==> config.mk <==
export PLATFORM = sky130hd
export DESIGN_NAME = mem_arbiter
export DESIGN_NICKNAME = d
export VERILOG_FILES = /design/src/mem_pkg.sv /design/src/mem_arbiter.sv
export SDC_FILE = /design/constraint.sdc
export NUM_CORES = 1
export LEC_CHECK = 0
export BUFFER_PORTS_ARGS = -buffer_cell sky130_fd_sc_hd__buf_2
export CAP_MARGIN = 0
export CORE_AREA = 10 10 59 61
export CTS_BUF_LIST = sky130_fd_sc_hd__clkbuf_16
export CTS_CLUSTER_SIZE = 40
export DETAILED_ROUTE_END_ITERATION = 12
export DIE_AREA = 0 0 69 71
export PLACE_DENSITY = 0.84
export SKIP_CTS_REPAIR_TIMING = 1
export SYNTH_ARGS = -nofsm -noshare
export SYNTH_HDL_FRONTEND = slang
export SYNTH_SLANG_ARGS = --single-unit
==> constraint.sdc <==
create_clock -name clk -period 1.2 [get_ports clk]
set_input_delay 0.12 -clock clk [delete_from_list [all_inputs] [get_ports clk]]
set_output_delay 0.12 -clock clk [all_outputs]
set_load 0.005 [all_outputs]
==> src/mem_pkg.sv <==
package mem_pkg;

	// ********************
	// Memory geometry
	// ********************

	// Byte address width, 1024 bytes in total
	localparam int mem_addr_width = 10;

	// Word index into each bank, 256 entries per bank
	localparam int bank_addr_width = 8;

	// Byte lanes per 32-bit word
	localparam int num_lanes = 4;

	// ********************
	// Access codes
	// ********************

	// Store size, store_none means the access is a read
	typedef enum logic [2:0] {
		store_none = 3'b000,
		store_byte = 3'b001,
		store_half = 3'b010,
		store_word = 3'b100
	} store_op_t;

	// Load size and extension, encoded like the RISC-V funct3 field
	typedef enum logic [2:0] {
		load_byte   = 3'b000,
		load_half   = 3'b001,
		load_word   = 3'b010,
		load_byte_u = 3'b100,
		load_half_u = 3'b101
	} load_op_t;

endpackage

==> src/mem_arbiter.sv <==
`timescale 1ns/1ps

module mem_arbiter import mem_pkg::*; (
	input  logic                      clk,
	input  logic                      reset,
	input  logic                      fetch_req,
	input  logic [mem_addr_width-1:0] fetch_addr,
	input  logic                      data_req,
	input  logic [mem_addr_width-1:0] data_addr,
	input  store_op_t                 data_store,
	input  logic [31:0]               data_wdata,
	output logic                      fetch_grant,
	output logic                      data_grant,
	output logic                      mem_en,
	output logic [mem_addr_width-1:0] mem_addr,
	output store_op_t                 mem_store,
	output logic [31:0]               mem_wdata,
	output logic                      fetch_valid,
	output logic                      data_valid,
	output logic                      load_capture
);

	logic contest;
	logic data_won_last;

	// ********************
	// Grant selection
	// ********************

	assign contest = fetch_req & data_req;

	// On contest the loser of the previous contest goes first
	assign data_grant  = data_req & (~fetch_req | ~data_won_last);
	assign fetch_grant = fetch_req & ~data_grant;

	assign mem_en    = fetch_grant | data_grant;
	assign mem_addr  = data_grant ? data_addr : fetch_addr;
	assign mem_store = data_grant ? data_store : store_none;
	assign mem_wdata = data_wdata;

	assign load_capture = data_grant & (data_store == store_none);

	// Only contested cycles move the winner history
	always_ff @(posedge clk) begin
		if (reset) begin
			data_won_last <= 1'b0;
		end else if (contest) begin
			data_won_last <= data_grant;
		end
	end

	// ********************
	// Response ownership
	// ********************

	// Reads return one cycle after grant, stores return nothing
	always_ff @(posedge clk) begin
		if (reset) begin
			fetch_valid <= 1'b0;
			data_valid  <= 1'b0;
		end else begin
			fetch_valid <= fetch_grant;
			data_valid  <= load_capture;
		end
	end

endmodule

### Word-level counts from Yosys, hierarchy flattened

Cells that the tools add are included.

| storage, ports and cells | value |
|---|---|
| word-level logic and storage cells | 15 |
| bits in registers | 3 |
| input port bits | 59 |

| cells by class | value |
|---|---|
| reductions and logical operators | 1 |
| bitwise operators | 9 |
| muxes and demuxes | 2 |

Operator list:

| kind | number |
|---|---|
| 10-bit two-way mux | 1 |
| 1-bit AND | 4 |
| 3-bit zero test | 1 |
| 3-bit two-way mux | 1 |
| 1-bit inverter | 3 |
| 1-bit bitwise OR | 2 |

### Logic depth before layout (Yosys ltp)

Gate-level depths: netlist (run 1).

| depth | value |
|---|---|
| depth after elaboration | 6 |
| depth in mapped cells | 3 |
| gate-level depth less buffers | 2 |

### Worst setup path after synthesis (run 1)

OpenSTA, ideal clock, no wires.

| timing path | value |
|---|---|
| path kind | register to output |
| start | register data_won_last |
| end | output mem_addr[7] |
| cell stages (with the launch flop) | 4 |
| arrival time | 1.038 ns |
| setup slack | 0.042 ns |
| path through | dfxtp_1 a21boi_4 buf_8 mux2_4 |

| on the way | value |
|---|---|
| longest elaborated chain between the ends | 4 |

RTL lines:

| what | line | RTL |
|---|---|---|
| start, declared | mem_arbiter.sv:24 | `logic data_won_last;` |
| start signal, assigned | mem_arbiter.sv:48 | `data_won_last <= data_grant;` |
| 1-bit inverter | mem_arbiter.sv:33 | `assign data_grant = data_req & (~fetch_req \| ~data_won_last);` |
| 1-bit bitwise OR | mem_arbiter.sv:33 |  |
| 1-bit AND | mem_arbiter.sv:33 |  |
| named net data_grant | mem_arbiter.sv:13 | `output logic data_grant,` |
| 10-bit two-way mux | mem_arbiter.sv:37 | `assign mem_addr = data_grant ? data_addr : fetch_addr;` |
| end, declared | mem_arbiter.sv:15 | `output logic [mem_addr_width-1:0] mem_addr,` |

The timed path passes the listed nets, and every way through them passes these cells.

### Final worst setup path (run 1)

| timing path | value |
|---|---|
| start | register data_won_last |
| end | output mem_addr[8] |

| on the way | value |
|---|---|
| longest elaborated chain between the ends | 4 |

RTL lines:

| what | line |
|---|---|
| 1-bit inverter | mem_arbiter.sv:33 |
| 1-bit bitwise OR | mem_arbiter.sv:33 |
| 1-bit AND | mem_arbiter.sv:33 |
| 10-bit two-way mux | mem_arbiter.sv:37 |

No other way between the ends.

==> run summary, run 1 <==
Vias per cell: 4.321
Multi-input gate area: 250.2 um2
RSZ-0062 raised after global routing: true
GP Congestion: 0.6682
Global-route wire length before repair: 2932 um
Die W: 69 um
DPL Wire Length: 1671 um
Max Cap Viol: 0
P per Cell Area: 1166 mW/mm2
Fmax achieved: 692.8 MHz
Setup CP Type: reg2out
Clock Path Buffers: 2
Net Count, Synth: 118
Worst min-delay path class: in2reg
GR Overflow Total: 0
PortBufs: 45
Num CTS Buffers: 3
Mean post-synth cell area: 9.077 um2
Die footprint: 0.004899 mm2
Initial core utilization: 0.2243
Tcrit/Tclk final: 1.203
Post-synthesis sequential area ratio: 0.1121
Vias in the first global route: 581
Final non-filler cell total: 109
Netlist Area Pre-Place: 535.5 um2
Syn. warnings: 0
LEAKAGE: 0.4140 nW
Largest fanout on the critical path: 3
Max-slew violation count: 0
Clk_lat worst skew: 0.23 ns
Post-layout net count: 139
Area occupied by registers: 61.31 um2
Hold path cells: 2
Synth Register Bits: 3
Core area: 0.002387 mm2
Status: complete, but fails checks
Worst path required time: 1.08 ns
DR iter-0 viols: 21
Vias: 471
Post-layout util: 0.3124
Final WL: 1896 um
Cell depth of the worst flop-to-flop path: 4
Fin Setup TNS: -3.326 ns
Initial antenna violation count: 0
CTS clk-pin slew, worst paths: 0.03 ns
Post-DR wirelength/cell: 17.39 um
CTS sink count: 3
Die Ht: 71 um
Ports: 110
Final setup violation count: 16
Final Power: 0.8697 mW
DRT Pass-1 Iters: 3
Antenna-violating nets left: 0
Synth unique cells: 15
Actual slew at the worst max-slew pin: 0.1884 ns
Largest net degree at the start of global routing: 9
Worst EP arrival: 1.32 ns
Max VDD drop: 0.0006858 V
Worst Clk Skew: 0.003177 ns
Period minus WS final: 1.443 ns
Placed Cells: 105
Cell count after synthesis: 59
CTS root buffer: clkbuf_16
Fillcell total: 262
Final Hold Viols: 0
CTS tree: done
Hold Worst Slack: 0.07785 ns
Final worst slack: -0.2434 ns
GRT Util Overall: 0.07690
DRC: 0
Violated checks: negative setup slack
Kind of end point of the critical path: primary output
Normalized max-slew margin: 0.8734
DP Area: 585.6 um2
CP startpoint kind: flop
Share of layout cells above drive strength 1: 0.8354
Area growth syn-to-layout: 39.25%
Row Count: 18
Place WS: -0.01922 ns
Fin area: 745.7 um2
Max H-tree Level: 1
Diodes inserted: 0
where the power goes:
group	switching [mW]	internal (mW)	leakage [nW]	total, mW
clock network	0.0972	0.430	0.0423	0.527
logic	0.0768	0.157	0.347	0.234
registers	0.00299	0.105	0.0249	0.108
state kept, by name, summed over array words and instances, names as in the netlist:
register and count:
data_won_last 1, data_valid 1, fetch_valid 1
cell type report:
cell class                      count  area share
Multi-Input combinational cell     23      0.3356
Sequential cell                     3     0.08221
Tap cell                           30     0.05034
Clock buffer                        3      0.1007
Clock inverter                      1    0.005034
Timing Repair Buffer               49      0.4262
per-layer routing:
metal / track usage / up-vias / routed length (um)
met2: 0.1108 / 67 / 729
met5: 0 / - / 0
met3: 0.07671 / 19 / 502
li1: - / 201 / -
met4: 0.08277 / 0 / 123
met1: 0.05482 / 184 / 541
path summary, 6_finish.rpt:
kind                         startpoint                         end  slack (ns)
min reg2reg  data_won_last$_SDFFE_PP0P_  data_won_last$_SDFFE_PP0P_        0.56
max reg2reg  data_won_last$_SDFFE_PP0P_       data_valid$_SDFF_PP0_        0.18
min                               reset  data_won_last$_SDFFE_PP0P_        0.08
max          data_won_last$_SDFFE_PP0P_                 mem_addr[8]       -0.24
placed cells by master, fill, tap and decap left out, types with 2 or more instances in the layout:
cell type  instances
buf_2             37
mux2_4            10
buf_6              8
and2_1             4
clkbuf_16          3
buf_4              3
dfxtp_1            2
cells by family after synthesis:
kind of cell,after synthesis,synth area share
buf+inv,33,0.4766
simple gates,10,0.1238
flops,3,0.1122
mux,10,0.2243
compound gates,3,0.06308
synth_stat cells:
cell type   n  area, um2
nand3b_1    1      7.510
mux2_2      8      90.09
nor3b_1     1      7.510
a21boi_4    1      18.77
or2_2       1      6.260
buf_4      32      240.2
and2_1      4      25.02
dfxtp_1     3      60.06
nor2b_1     1      6.260
a21oi_1     1      5.000
a21bo_2     1      10.01
mux2_4      2      30.03
nor3_1      1      5.000
buf_8       1      15.01
and3b_1     1      8.760
worst max-delay path, stage by stage (launching register included):
cell	delay, ns
dfxtp_2	0.33
a21boi_4	0.19
buf_4	0.16
mux2_4	0.29
buf_2	0.13
Note: power is estimated with default switching activity, not from simulation.
==> run 2: changes to the inputs <==
--- a/config.mk
+++ b/config.mk
@@ -12,6 +12,7 @@
 export CTS_CLUSTER_SIZE = 40
 export DETAILED_ROUTE_END_ITERATION = 12
 export DIE_AREA = 0 0 69 71
+export GPL_ROUTABILITY_DRIVEN = 0
 export PLACE_DENSITY = 0.84
 export SKIP_CTS_REPAIR_TIMING = 1
 export SYNTH_ARGS = -nofsm -noshare
==> constraint.sdc (replaced) <==
create_clock -name clk -period 1.2 [get_ports clk]
set_input_delay 0 -clock clk [delete_from_list [all_inputs] [get_ports clk]]
set_output_delay 0 -clock clk [all_outputs]
set_load 0.005 [all_outputs]
==> run summary, run 2 (synthesis gave the netlist of run 1 again) <==
Normalized max-slew margin: 0.8526
Worst path required time: 1.20 ns
CTS clk-pin slew, worst paths: 0.03 ns
P per Cell Area: 1107 mW/mm2
Max H-tree Level: 1
Status: complete, but fails checks
Post-DR wirelength/cell: 18.16 um
Die footprint: 0.004899 mm2
Die Ht: 71 um
Switch Pwr: 0.1758 mW
P_int: 0.7138 mW
Diodes inserted: 0
Period minus WS final: 1.331 ns
Hold Worst Slack: 0.000002007 ns
GR Overflow Total: 0
Worst min-delay path class: in2out
Violated checks: negative setup slack
Share of layout cells above drive strength 1: 0.8734
Clk pwr share: 0.583
Cell Chain, Critical Path: a21boi_4 -> buf_12 -> mux2_4 -> buf_6
CTS tree: done
Final setup violation count: 14
Largest fanout on the critical path: 8
CTS sink count: 3
Top layer reached by signal wires: met4
Vias per cell: 4.349
Met1 WL: 558 um
Gate power share: 0.296
Num CTS Buffers: 3
Fmax achieved: 751.5 MHz
Fillcell total: 249
Final non-filler cell total: 109
RSZ-0062 raised after global routing: true
GRT Util Overall: 0.07204
Row Count: 18
Setup CP Type: reg2out
Worst Clk Skew: 0.003578 ns
Global-route wire length before repair: 2856 um
Final WL: 1979 um
Sequential power share: 0.122
DRT Pass-1 Iters: 4
Vias: 474
DRC: 0
PortBufs: 45
Actual slew at the worst max-slew pin: 0.2195 ns
DR iter-0 viols: 22
Commonest non-fill, non-tap cell in the layout: buf_2
Switching share of power: 0.1976
Largest net degree at the start of global routing: 11
Multi-input gate area: 260.3 um2
CTS root buffer: clkbuf_16
Final Hold Viols: 0
Metal3 WL: 504 um
Antenna-violating nets left: 0
DPL Wire Length: 1662 um
Max Cap Viol: 0
Initial core utilization: 0.2243
Vias in the first global route: 585
Post-layout net count: 139
LEAKAGE: 0.4316 nW
Tcrit/Tclk final: 1.109
Initial antenna violation count: 0
Clock Path Buffers: 2
Commonest non-fill, non-tap cells in the layout: buf_2, buf_6, mux2_4
Die W: 69 um
Clk_lat worst skew: 0.22 ns
CP startpoint kind: flop
Max VDD drop: 0.0007073 V
Met2 wire length: 839 um
Final worst slack: -0.1307 ns
Area occupied by registers: 61.31 um2
Ports: 110
Kind of end point of the critical path: primary output
Biggest registers after layout: data_valid x1, data_won_last x1, fetch_valid x1
Place WS: 0.07697 ns
Core area: 0.002387 mm2
Max-slew violation count: 0
Area growth syn-to-layout: 50.00%
Critical-path top delay cell: dfxtp_2
Worst EP arrival: 1.33 ns
Crit path largest cell delay: 0.32 ns
Post-layout util: 0.3365
Placed Cells: 103
Fin Setup TNS: -1.262 ns
## run 2: changes by cell type in the layout (fill, tap and decap cells not counted)
cell	previous run	this run
buf_6	8	16
dlygate4sd3_1	0	1
and2_4	0	4
buf_2	37	31
and2_1	4	0
buf_4	3	0
## run 2: stage by stage
stage / instance area [um2] / power, mW
floorplan: 535.5 / 0.2746
global placement: 570.5 / 0.2892
detailed placement: 570.5 / 0.2931
CTS: 649.4 / 0.8182
global route: 803.3 / 0.9275
finish: 803.3 / 0.8896
## run 2: final cells by class
cell class              count  area share
clock buffers               3     0.09346
clock inverters             1    0.004673
multi-input cells          23      0.3240
flip-flops and latches      3     0.07632
well taps                  30     0.04673
repair buffers             49      0.4548
## run 2: power groups by stage
stage / Clock [mW] / Combinational [mW] / Sequential [mW]
finish: 0.518 / 0.263 / 0.108
global route: 0.532 / 0.286 / 0.109
detailed placement: 0 / 0.184 / 0.109
global placement: 0 / 0.181 / 0.109
CTS: 0.526 / 0.185 / 0.107
floorplan: 0 / 0.166 / 0.109
## run 2: worst paths after layout
| kind | start | to | slack [ns] | depth (start not counted) |
|---|---|---|---|---|
| max | data_won_last$_SDFFE_PP0P_ | mem_addr[3] | -0.13 | 4 |
| min | data_wdata[27] | mem_wdata[27] | 0.000002 | 0 |
| max reg2reg | data_won_last$_SDFFE_PP0P_ | data_valid$_SDFF_PP0_ | 0.22 | 4 |
| min reg2reg | data_won_last$_SDFFE_PP0P_ | data_won_last$_SDFFE_PP0P_ | 0.55 | 2 |
## run 2: metal layers
metal,track usage,vias to the layer above
met5,0,-
met2,0.1077,64
li1,-,201
met1,0.05317,193
met4,0.05593,0
met3,0.07671,16
## run 2: critical path: cells and delay by family (launching register included)
family / cells / cell delay [ns]
AO/OA/AOI/OAI: 1 / 0.20
buffers and inverters: 2 / 0.28
flip-flops: 1 / 0.32
multiplexers: 1 / 0.31
