<file path="src/mem_pkg.sv">
package mem_pkg;

	// ********************
	// Memory geometry
	// ********************

	// Byte address width, 1024 bytes in total
	localparam int mem_addr_width = 10;

	// Word index into each bank, 256 entries per bank
	localparam int bank_addr_width = 8;

	// Byte lanes per 32-bit word
	localparam int num_lanes = 4;

	// ********************
	// Access codes
	// ********************

	// Store size, store_none means the access is a read
	typedef enum logic [2:0] {
		store_none = 3'b000,
		store_byte = 3'b001,
		store_half = 3'b010,
		store_word = 3'b100
	} store_op_t;

	// Load size and extension, encoded like the RISC-V funct3 field
	typedef enum logic [2:0] {
		load_byte   = 3'b000,
		load_half   = 3'b001,
		load_word   = 3'b010,
		load_byte_u = 3'b100,
		load_half_u = 3'b101
	} load_op_t;

endpackage

</file>
<file path="src/load_align.sv">
`timescale 1ns/1ps

module load_align import mem_pkg::*; (
	input  logic        clk,
	input  logic        reset,
	input  logic        load_capture,
	input  load_op_t    data_load,
	input  logic [31:0] raw,
	output logic [31:0] result
);

	load_op_t load_q;

	// The code is taken at grant and used when the rotated word comes back
	always_ff @(posedge clk) begin
		if (reset) begin
			load_q <= load_word;
		end else if (load_capture) begin
			load_q <= data_load;
		end
	end

	// Byte 0 of the rotated word is always the addressed byte
	always_comb begin
		case (load_q)
			load_byte: begin
				result = {{24{raw[7]}}, raw[7:0]};
			end
			load_half: begin
				result = {{16{raw[15]}}, raw[15:0]};
			end
			load_byte_u: begin
				result = {24'h000000, raw[7:0]};
			end
			load_half_u: begin
				result = {16'h0000, raw[15:0]};
			end
			default: begin
				result = raw;
			end
		endcase
	end

endmodule

</file>
<file path="config.mk">
export PLATFORM = sky130hd
export DESIGN_NAME = load_align
export DESIGN_NICKNAME = d
export VERILOG_FILES = /design/src/mem_pkg.sv /design/src/load_align.sv
export SDC_FILE = /design/constraint.sdc
export NUM_CORES = 1
export LEC_CHECK = 0
export BUFFER_PORTS_ARGS = -buffer_cell sky130_fd_sc_hd__buf_2
export CORE_MARGIN = 2
export CORE_UTILIZATION = 31
export DETAILED_ROUTE_END_ITERATION = 6
export PLACE_DENSITY_LB_ADDON = 0.05
export SKIP_LAST_GASP = 1
export SYNTH_ARGS = -nofsm -noshare
export SYNTH_HDL_FRONTEND = slang
export SYNTH_SLANG_ARGS = --single-unit
</file>
<file path="constraint.sdc">
create_clock -name clk -period 3.3 [get_ports clk]
set_clock_uncertainty 0.15 [all_clocks]
set_input_delay 0.33 -clock clk [delete_from_list [all_inputs] [get_ports clk]]
set_output_delay 0.33 -clock clk [all_outputs]
set_load 0.01 [all_outputs]
</file>
* After elaboration in Yosys (flattened, before gate mapping)
Index checks and enable logic that the tools add are counted.
** Word-level totals
- Flip-flop bits (word level) :: 3
- Output and inout bits :: 32
- Word-level logic and storage cells :: 6
- Bits of input ports :: 38
** Operators by class
- Reductions and logical operators :: 1
- Eq/ne operators :: 3
- Muxes and demuxes :: 1
** Operator list (number)
- one-hot mux 32 bit (4 select lines) :: 1
- equality test 3 bit, second input constant :: 2
- equality test 3 x 1 -> 1 bit, second input constant :: 1
- logical NOT 3 bit :: 1

* Logic depth before layout (Yosys ltp)
Gate-level depths: netlist of the first run.
- Depth after elaboration :: 2
- Depth in mapped cells :: 5
- Mapped depth without buffers :: 2

* Least setup slack after synthesis of the first run
Ideal clock, no wire load.
- Path type :: register to output
- Start point :: register load_q[1]
- End point :: output result[17]
- Data arrival time :: 1167 ps
- Buffers on the path :: 3
- Slack :: 1653 ps
- Cell stages (with the launch flop) :: 6
- Cells stage by stage :: dfxtp_1 > buf_6 > or2_1 > buf_2 > buf_6 > o21ai_0
** On the way
- Word-level cells in the longest chain between the ends :: 2
- Elaborated cells between the ends (all ways) :: 5
- Classes of those cells :: eq/ne (3); mux (1); reduce/logical (1)
** RTL lines
- from (decl) :: line load_align.sv:12 : load_op_t load_q;
- from (signal assigned) :: line load_align.sv:17 : load_q <= load_word;
- from (signal assigned) :: line load_align.sv:19 : load_q <= data_load;
- equality test 3 bit (tied with other cells) :: line load_align.sv:25 : case (load_q)
- one-hot mux 32 bit (4 select lines) * :: line load_align.sv:25
- to (decl) :: line load_align.sv:9 : output logic [31:0] result
Mark *: on every way between the ends. The rest lies on a longest branch, timed or not.

* Worst setup path after layout of the first run
- Start point :: register load_q[1]
- End point :: output result[27]
The elaborated chain is that of the path after synthesis.

==> results of run 1 <==
## final timing paths
| kind | to | slack [ps] | cells after the start |
|---|---|---|---|
| min | load_q[2] | 140 | 2 |
| max | result[27] | 1010 | 3 |
| max reg2reg | load_q[1] | 1970 | 2 |
| min reg2reg | load_q[2] | 380 | 2 |
## critical path: stages, from the launching register on
cell     delay (ps)
dfxtp_1         820
or2_1           450
o21ai_0         150
buf_2           160
## cell families after synthesis
| family | count (synthesis) | synth area share (%) |
|---|---|---|
| AO/OA/AOI/OAI | 25 | 27.25 |
| buffers and inverters | 16 | 24.87 |
| flip-flops | 3 | 12.70 |
| multiplexers | 3 | 8.995 |
| AND/OR/NAND/NOR | 29 | 26.19 |
## per-layer routing
| metal | global-route usage (%) | vias to the layer above |
|---|---|---|
| li1 | - | 329 |
| met1 | 19.54 | 246 |
| met2 | 22.73 | 41 |
| met3 | 4.681 | 0 |
| met4 | 3.636 | 0 |
| met5 | 0 | - |
## through the flow
| step | area (µm²) | cells | hold slack [ps] |
|---|---|---|---|
| detailed placement | 650.6 | 131 | 378.6 |
| CTS | 676.9 | 135 | 129.9 |
| global placement | 650.6 | 131 | 378.2 |
| floorplan | 473.0 | 76 | 252.4 |
| finish | 676.9 | 135 | 138.8 |
| global route | 676.9 | 135 | 127.8 |
## power breakdown
group          total [mW]  leakage, nW  switching [mW]  internal (mW)
combinational      0.0958        0.369          0.0490         0.0468
clock              0.0641       0.0150          0.0188         0.0453
sequential         0.0470       0.0249         0.00814         0.0388
total               0.207        0.409          0.0760          0.131
## synth_stat cells (all sizes together)
cell | number | area, µm²
buf | 13 | 106.3
mux2i | 3 | 42.54
or4b | 1 | 13.76
nor2 | 2 | 7.510
nand2 | 24 | 90.09
o21ai | 24 | 120.1
a211o | 1 | 8.760
dfxtp | 3 | 60.06
nor2b | 1 | 6.260
clkbuf | 3 | 11.26
or2 | 1 | 6.260
## area by class of cell
cell class | instances | area share [%]
Clock buffer | 4 | 3.882
Multi-Input combinational cell | 57 | 43.62
Sequential cell | 3 | 8.872
Tap cell | 16 | 2.957
Timing Repair Buffer | 55 | 40.67
## layout by cell type (no fill, tap or decap), drive strengths merged
master,netlist,final
buf,13,55
clkbuf,3,4
dfxtp,3,3
o21ai,24,24
a211o,1,1
nand2,24,24
nor2,2,2
or4b,1,1
mux2i,3,3
or2,1,1
nor2b,1,1
==> flow_summary.json, run 1 <==
{
  "outcome": "finished clean",
  "power_density_mw_per_mm2": 305.7,
  "synth_seq_area_share_pct": 12.70,
  "clk_pin_slew_ps": 40,
  "io_buffers": 55,
  "startpoint": "load_q[1]",
  "worstMarginPinSlew_ps": 776.5,
  "root_buffer": "clkbuf_4",
  "areaGrowthSynthToFinish_pct": 43.12,
  "syn_area_per_cell_um2": 6.223,
  "wl_um": 1341,
  "period_minus_slack_ps": 2292,
  "timing.rr.start": "load_q[1]",
  "rsz0062_at_grt": "false",
  "wl_met1_um": 575,
  "dp_slack_ps": 1253,
  "worstPathArrival_ps": 1810,
  "final_antenna_net_count": 0,
  "drive_gt1_share_pct": 50.42,
  "grt_first_pass_wirelength_um": 2118,
  "fin_tns_setup_ps": 0,
  "cp_max_fo": 27,
  "period_share_pct": 69.45,
  "drv_cap": 0,
  "regMostFlops": "load_q",
  "cts.repair.resized": 0,
  "grt_use_total_pct": 14.64,
  "fp.dieH_um": 43.06,
  "via_per_inst": 4.563,
  "multi_input_area_um2": 295.3,
  "fmax_ghz": 0.4364,
  "wl_per_cell_um": 9.933,
  "gp_congestion": 0.6702,
  "ys_warn_count": 0,
  "diodes": 0,
  "hold_path.class": "in2reg",
  "syn_nets": 114,
  "path_class": "reg2out",
  "wl_met2_um": 618,
  "grt_pass1_vias": 530,
  "grt_start_max_net_pins": 28,
  "grt-ovfl-total": 0,
  "p_leak_nw": 0.4087,
  "hp-start": "reset",
  "core_mm2": 0.001471,
  "cp-end-kind": "output pin",
  "routed-wl-met3_um": 147,
  "antenna_found_initial": 0,
  "post-cts-setup-buffer-count": 0,
  "regArea_um2": 60.06,
  "ctsHoldBuffers": 0,
  "drcViolationCount": 0,
  "dr.pass1.iters": 4,
  "fin_util_pct": 46.00,
  "start_util_pct": 32.14,
  "slew_headroom_pct": 48.16,
  "syn_inst": 76,
  "pin_count": 70,
  "numClockSinks": 3,
  "largestRegisters": "load_q x3",
  "startpoint_type": "flip-flop",
  "nets": 158,
  "highest_layer": "met3",
  "synth_cell_types": 14,
  "drtIter0Drc": 5,
  "report.final.slew_viol_count": 0,
  "clk_latency_ps": 230,
  "synthesis.area_um2": 473.0,
  "cts_tree": "done",
  "timing.final.hold_violations": 0,
  "via_count": 616,
  "clockBufferDepth": 2,
  "dieArea_mm2": 0.001854,
  "die_x_um": 43.06,
  "ys_ff_latch": 3,
  "cp.required_ps": 2820,
  "dp_hpwl_um": 1023,
  "cts_buffers": 3,
  "placementRows": 14,
  "irDropWorstVdd_mv": 0.2154,
  "largest_reg_flops": 3,
  "p_total_uw": 206.9,
  "setup_ws_ps": 1008,
  "h-tree-depth": 1,
  "nFillCells": 174,
  "finalSetupViolCount": 0
}
No activity file was read; power rests on OpenSTA's default activity.
==> run 2: changes to the inputs <==
--- a/config.mk
+++ b/config.mk
@@ -7,7 +7,7 @@
 export LEC_CHECK = 0
 export BUFFER_PORTS_ARGS = -buffer_cell sky130_fd_sc_hd__buf_2
 export CORE_MARGIN = 2
-export CORE_UTILIZATION = 31
+export CORE_UTILIZATION = 29
 export DETAILED_ROUTE_END_ITERATION = 6
 export PLACE_DENSITY_LB_ADDON = 0.05
 export SKIP_LAST_GASP = 1
==> constraint.sdc (replaced) <==
create_clock -name clk -period 2.25 [get_ports clk]
set_clock_uncertainty 0.15 [all_clocks]
set_input_delay 0.225 -clock clk [delete_from_list [all_inputs] [get_ports clk]]
set_output_delay 0.225 -clock clk [all_outputs]
set_load 0.01 [all_outputs]
==> flow_summary.json, run 2 (synthesis results as in run 1) <==
{
  "outcome": "finished clean",
  "drtIter0Drc": 8,
  "dp_cells": 132,
  "placementRows": 14,
  "via_count": 623,
  "gp_congestion": 0.6651,
  "diodes": 0,
  "grt_pass1_vias": 485,
  "cp.required_ps": 1880,
  "switching_share_pct": 37.31,
  "dieArea_mm2": 0.001970,
  "startpoint": "load_q[0]",
  "final_antenna_net_count": 0,
  "clock_power_share_pct": 31.8,
  "period_share_pct": 84.65,
  "clk_latency_ps": 230,
  "nets": 159,
  "cts_tree": "done",
  "p_switching_uw": 115.2,
  "grt_start_max_net_pins": 17,
  "pin_count": 70,
  "clockBufferDepth": 2,
  "wl_per_cell_um": 9.838,
  "clk_pin_slew_ps": 40,
  "period_minus_slack_ps": 1905,
  "post-cts-setup-buffer-count": 0,
  "slew_headroom_pct": 74.00,
  "worstMarginPinSlew_ps": 381.9,
  "drv_cap": 0,
  "via_per_inst": 4.581,
  "worstPathArrival_ps": 1530,
  "final_common_cell": "buf_2",
  "fin_tns_setup_ps": 0,
  "startpoint_type": "flip-flop",
  "cts_buffers": 3,
  "postPlaceCellArea_um2": 658.1,
  "drcViolationCount": 0,
  "ctsHoldBuffers": 0,
  "irDropWorstVdd_mv": 0.3411,
  "hold_path.class": "in2reg",
  "timing.rr.start": "load_q[1]",
  "fp.dieH_um": 44.39,
  "cp_max_fo": 16,
  "report.final.slew_viol_count": 0,
  "wl_um": 1338,
  "combPwrFrac_pct": 47.6,
  "rsz0062_at_grt": "false",
  "largestRegisters": "load_q x3",
  "drive_gt1_share_pct": 50.83,
  "grt-ovfl-total": 0,
  "final_cells": 136,
  "core_mm2": 0.001524,
  "p_leak_nw": 0.4132,
  "fin_util_pct": 44.91,
  "grt_use_total_pct": 14.02,
  "dp_hpwl_um": 1017,
  "seqPwrFrac_pct": 20.7,
  "dr.pass1.iters": 4,
  "path_class": "reg2out",
  "cp-end-kind": "output pin",
  "largest_reg_flops": 3,
  "h-tree-depth": 1,
  "start_util_pct": 31.03,
  "hp-start": "reset",
  "antenna_found_initial": 0,
  "areaGrowthSynthToFinish_pct": 44.71,
  "root_buffer": "clkbuf_4",
  "numClockSinks": 3,
  "finalSetupViolCount": 0,
  "hold_ws_ps": 27.17,
  "final_cell_mix": "buf_2, nand2_1, o21ai_0",
  "cts.repair.resized": 0,
  "timing.final.hold_violations": 0,
  "die_x_um": 44.39,
  "power_density_mw_per_mm2": 451.1,
  "grt_first_pass_wirelength_um": 2014,
  "intPower_uw": 193.6,
  "final_cell_area_um2": 684.4,
  "io_buffers": 55,
  "fmax_ghz": 0.5251,
  "regMostFlops": "load_q"
}
==> run 2: cell count changes in the layout (fill, tap and decap cells not counted) <==
cell   before  now
buf_4       0    1
==> run 2: worst max-delay path, cell delays in order (launching register included) <==
cell and delay (ps):
dfxtp_1 520, mux2i_4 470, o21ai_0 130, buf_2 160
==> run 2: stage by stage <==
stage,power (mW),worst slack (ps)
floorplan,0.1618,708.1
global placement,0.2128,598.2
detailed placement,0.2123,601.9
CTS,0.3131,336.9
global route,0.3342,159.3
finish,0.3088,345.4
==> run 2: final cells by class <==
cell class                      count  area [µm²]
Multi-Input combinational cell     57       295.3
Timing Repair Buffer               56       282.8
Tap cell                           16       20.02
Sequential cell                     3       60.06
Fill cell                         167       839.6
Clock buffer                        4       26.28
==> run 2: worst paths after layout <==
check	end	slack (ps)	depth (start not counted)
max reg2reg	load_q[1]	1010	3
min reg2reg	load_q[2]	380	2
min	load_q[2]	30	2
max	result[27]	350	3
==> run 2: power groups by stage <==
stage / clock (mW) / sequential [mW] / combinational (mW)
floorplan: 0 / 0.0591 / 0.103
global placement: 0 / 0.0647 / 0.148
detailed placement: 0 / 0.0646 / 0.148
CTS: 0.101 / 0.0638 / 0.148
global route: 0.105 / 0.0650 / 0.164
finish: 0.0981 / 0.0638 / 0.147
==> run 2: metal layers <==
metal,track usage [%],share of wire [%],vias to the layer above
met4,9.091,2.2,0
met3,5.714,12,6
met1,15.76,44,245
met5,0,0,-
met2,21.76,41,38
li1,-,-,334
==> run 3: changes to the inputs <==
--- a/config.mk
+++ b/config.mk
@@ -5,9 +5,10 @@
 export SDC_FILE = /design/constraint.sdc
 export NUM_CORES = 1
 export LEC_CHECK = 0
+export ABC_AREA = 1
 export BUFFER_PORTS_ARGS = -buffer_cell sky130_fd_sc_hd__buf_2
 export CORE_MARGIN = 2
-export CORE_UTILIZATION = 29
+export CORE_UTILIZATION = 30
 export DETAILED_ROUTE_END_ITERATION = 6
 export PLACE_DENSITY_LB_ADDON = 0.05
 export SKIP_LAST_GASP = 1
==> constraint.sdc (replaced) <==
create_clock -name clk -period 1.8 [get_ports clk]
set_clock_uncertainty 0.15 [all_clocks]
set_input_delay 0.18 -clock clk [delete_from_list [all_inputs] [get_ports clk]]
set_output_delay 0.18 -clock clk [all_outputs]
set_load 0.01 [all_outputs]
==> flow_summary.json, run 3 <==
{
  "synth_seq_area_share_pct": 11.46,
  "finalSetupViolCount": 0,
  "cp-end-kind": "output pin",
  "synth-compound-area-share_pct": 5.728,
  "grt_use_total_pct": 12.21,
  "worstMarginPinSlew_ps": 256.5,
  "die_x_um": 45.81,
  "synth_cell_types": 13,
  "post-synth-top-count-cell": "nand2_1",
  "nFillCells": 196,
  "cts_tree": "done",
  "dp_hpwl_um": 1099,
  "grtUsageMet3_pct": 4.762,
  "wl_um": 1320,
  "power_density_mw_per_mm2": 518.6,
  "worst_r2r_path_depth": 2,
  "drtIter0Drc": 4,
  "hold_end": "load_q[1]",
  "cts_buffers": 3,
  "via_count": 665,
  "synth_edf_count": 0,
  "final_antenna_net_count": 0,
  "p_leak_nw": 0.5360,
  "start_util_pct": 31.04,
  "grt-ovfl-total": 0,
  "timing.rr.start": "load_q[1]",
  "root_buffer": "clkbuf_4",
  "core_mm2": 0.001689,
  "dieArea_mm2": 0.002098,
  "grt_use_met2_pct": 18.87,
  "placementRows": 15,
  "netlist_top_cells_area": "nand2_1, nand3_2, dfxtp_1, buf_4, buf_6",
  "period_share_pct": 91.17,
  "final_cells": 147,
  "syn_inst": 81,
  "nets": 169,
  "startpoint_type": "flip-flop",
  "antenna_found_initial": 0,
  "io_buffers": 55,
  "final_common_cell": "buf_2",
  "cp_max_fo": 20,
  "hold_depth": 2,
  "final_cell_mix": "buf_2, nand2_1, nand3_2",
  "p_total_uw": 395.8,
  "synthMuxAreaShare_pct": 0,
  "hp-start": "load_capture",
  "worstPathArrival_ps": 1310,
  "dp_cells": 142,
  "fmax_ghz": 0.6094,
  "pin_count": 70,
  "numClockSinks": 3,
  "synthesis.area_um2": 524.3,
  "hold_path.class": "in2reg",
  "rr_endpoint": "load_q[1]",
  "grt_first_pass_wirelength_um": 1821,
  "diodes": 0,
  "synth-xor-area-share_pct": 0,
  "drive_gt1_share_pct": 57.69,
  "largest_reg_flops": 3,
  "slew_headroom_pct": 82.86,
  "hold_ws_ps": 9.565,
  "rrSetupSlack_ps": 960,
  "busiest_layer": "met2",
  "irDropWorstVdd_mv": 0.3463,
  "final_cell_area_um2": 763.2,
  "synth_top_cell_by_area": "nand2_1",
  "wl_per_cell_um": 8.980,
  "largestRegisters": "load_q x3",
  "clk_pin_slew_ps": 40,
  "clockBufferDepth": 2,
  "synthAdderAreaFrac_pct": 0,
  "clk_latency_ps": 230,
  "yosysTopAreaCellShare_pct": 22.91,
  "path_class": "reg2out",
  "grt_start_max_net_pins": 21,
  "ys_async_sr_fraction_pct": 0,
  "grt_pass1_vias": 452,
  "via_per_inst": 4.524,
  "postPlaceCellArea_um2": 725.7,
  "syn_nets": 119,
  "gp_congestion": 0.6127,
  "dr.pass1.iters": 2,
  "synth_top_family_by_area": "simple AND/OR/NAND/NOR gates",
  "grtUsageMet1_pct": 14.02,
  "areaGrowthSynthToFinish_pct": 45.58,
  "cp.required_ps": 1470,
  "synthSimpleGateAreaFrac_pct": 58.23,
  "syn_area_per_cell_um2": 6.472,
  "timing.final.hold_violations": 0,
  "synthTopCellsByCount": "nand2_1, nand3_2, buf_4, nand3_1, inv_1",
  "drv_cap": 0,
  "report.final.slew_viol_count": 0,
  "drcViolationCount": 0,
  "outcome": "finished clean",
  "rsz0062_at_grt": "false",
  "regMostFlops": "load_q",
  "ys_ff_latch": 3,
  "ys.flop_type": "dfxtp_1",
  "fp.dieH_um": 45.81,
  "ys_warn_count": 0,
  "fin_tns_setup_ps": 0,
  "h-tree-depth": 1,
  "period_minus_slack_ps": 1641
}
==> run 3: what timing repair did <==
action                                  4_1_cts  5_1_grt
resized for setup                             0        1
buffers inserted                              0        0
hold buffers                                  1        0
hold endpoints to repair                      1        0
endpoints found under the setup margin        0       14
==> run 3: metal layers <==
metal / share of wire, % / wire, µm
met5: 0 / 0
met4: 1.4 / 19
met3: 10 / 132
met2: 49 / 653
met1: 39 / 514
==> run 3: report_power, final <==
part           switching (mW)  internal (mW)
sequential            0.00726         0.0720
clock                  0.0338         0.0830
combinational           0.103         0.0966
total                   0.144          0.252
==> run 3: how the worst max path moves through the flow <==
stage,end,startpoint,slack (ps)
floorplan,result[16],load_q[1],570
detailed placement,result[23],load_q[1],330
finish,result[23],load_q[2],160
global placement,result[15],load_q[1],320
global route,result[15],load_q[1],40
CTS,result[15],load_q[1],70
==> run 3: cell families after synthesis <==
logic type,after synthesis
buffers and inverters,18
AOI/OAI and AO/OA,6
DFF,3
and+or+nand+nor,54
==> run 3: final cells by class <==
class,count,area [µm²],area share (%)
well taps,17,21.27,2.787
repair buffers,58,300.3,39.34
clock buffers,4,26.28,3.443
flip-flops and latches,3,61.31,8.033
multi-input cells,60,335.3,43.93
inverters,5,18.77,2.459
==> run 3: critical path, cell delays in order (launching register included) <==
cell	delay, ps
dfxtp_1	360
inv_1	100
nand3_2	110
buf_4	260
nand3_1	90
buf_2	150
==> run 3: stage by stage <==
step                      setup slack [ps]  util, %
after detailed placement             330.5    42.96
after floorplan                      572.9        -
after CTS                            69.24    45.11
final                                159.0    45.19
after global placement               322.7    42.96
after global routing                 40.72    45.19
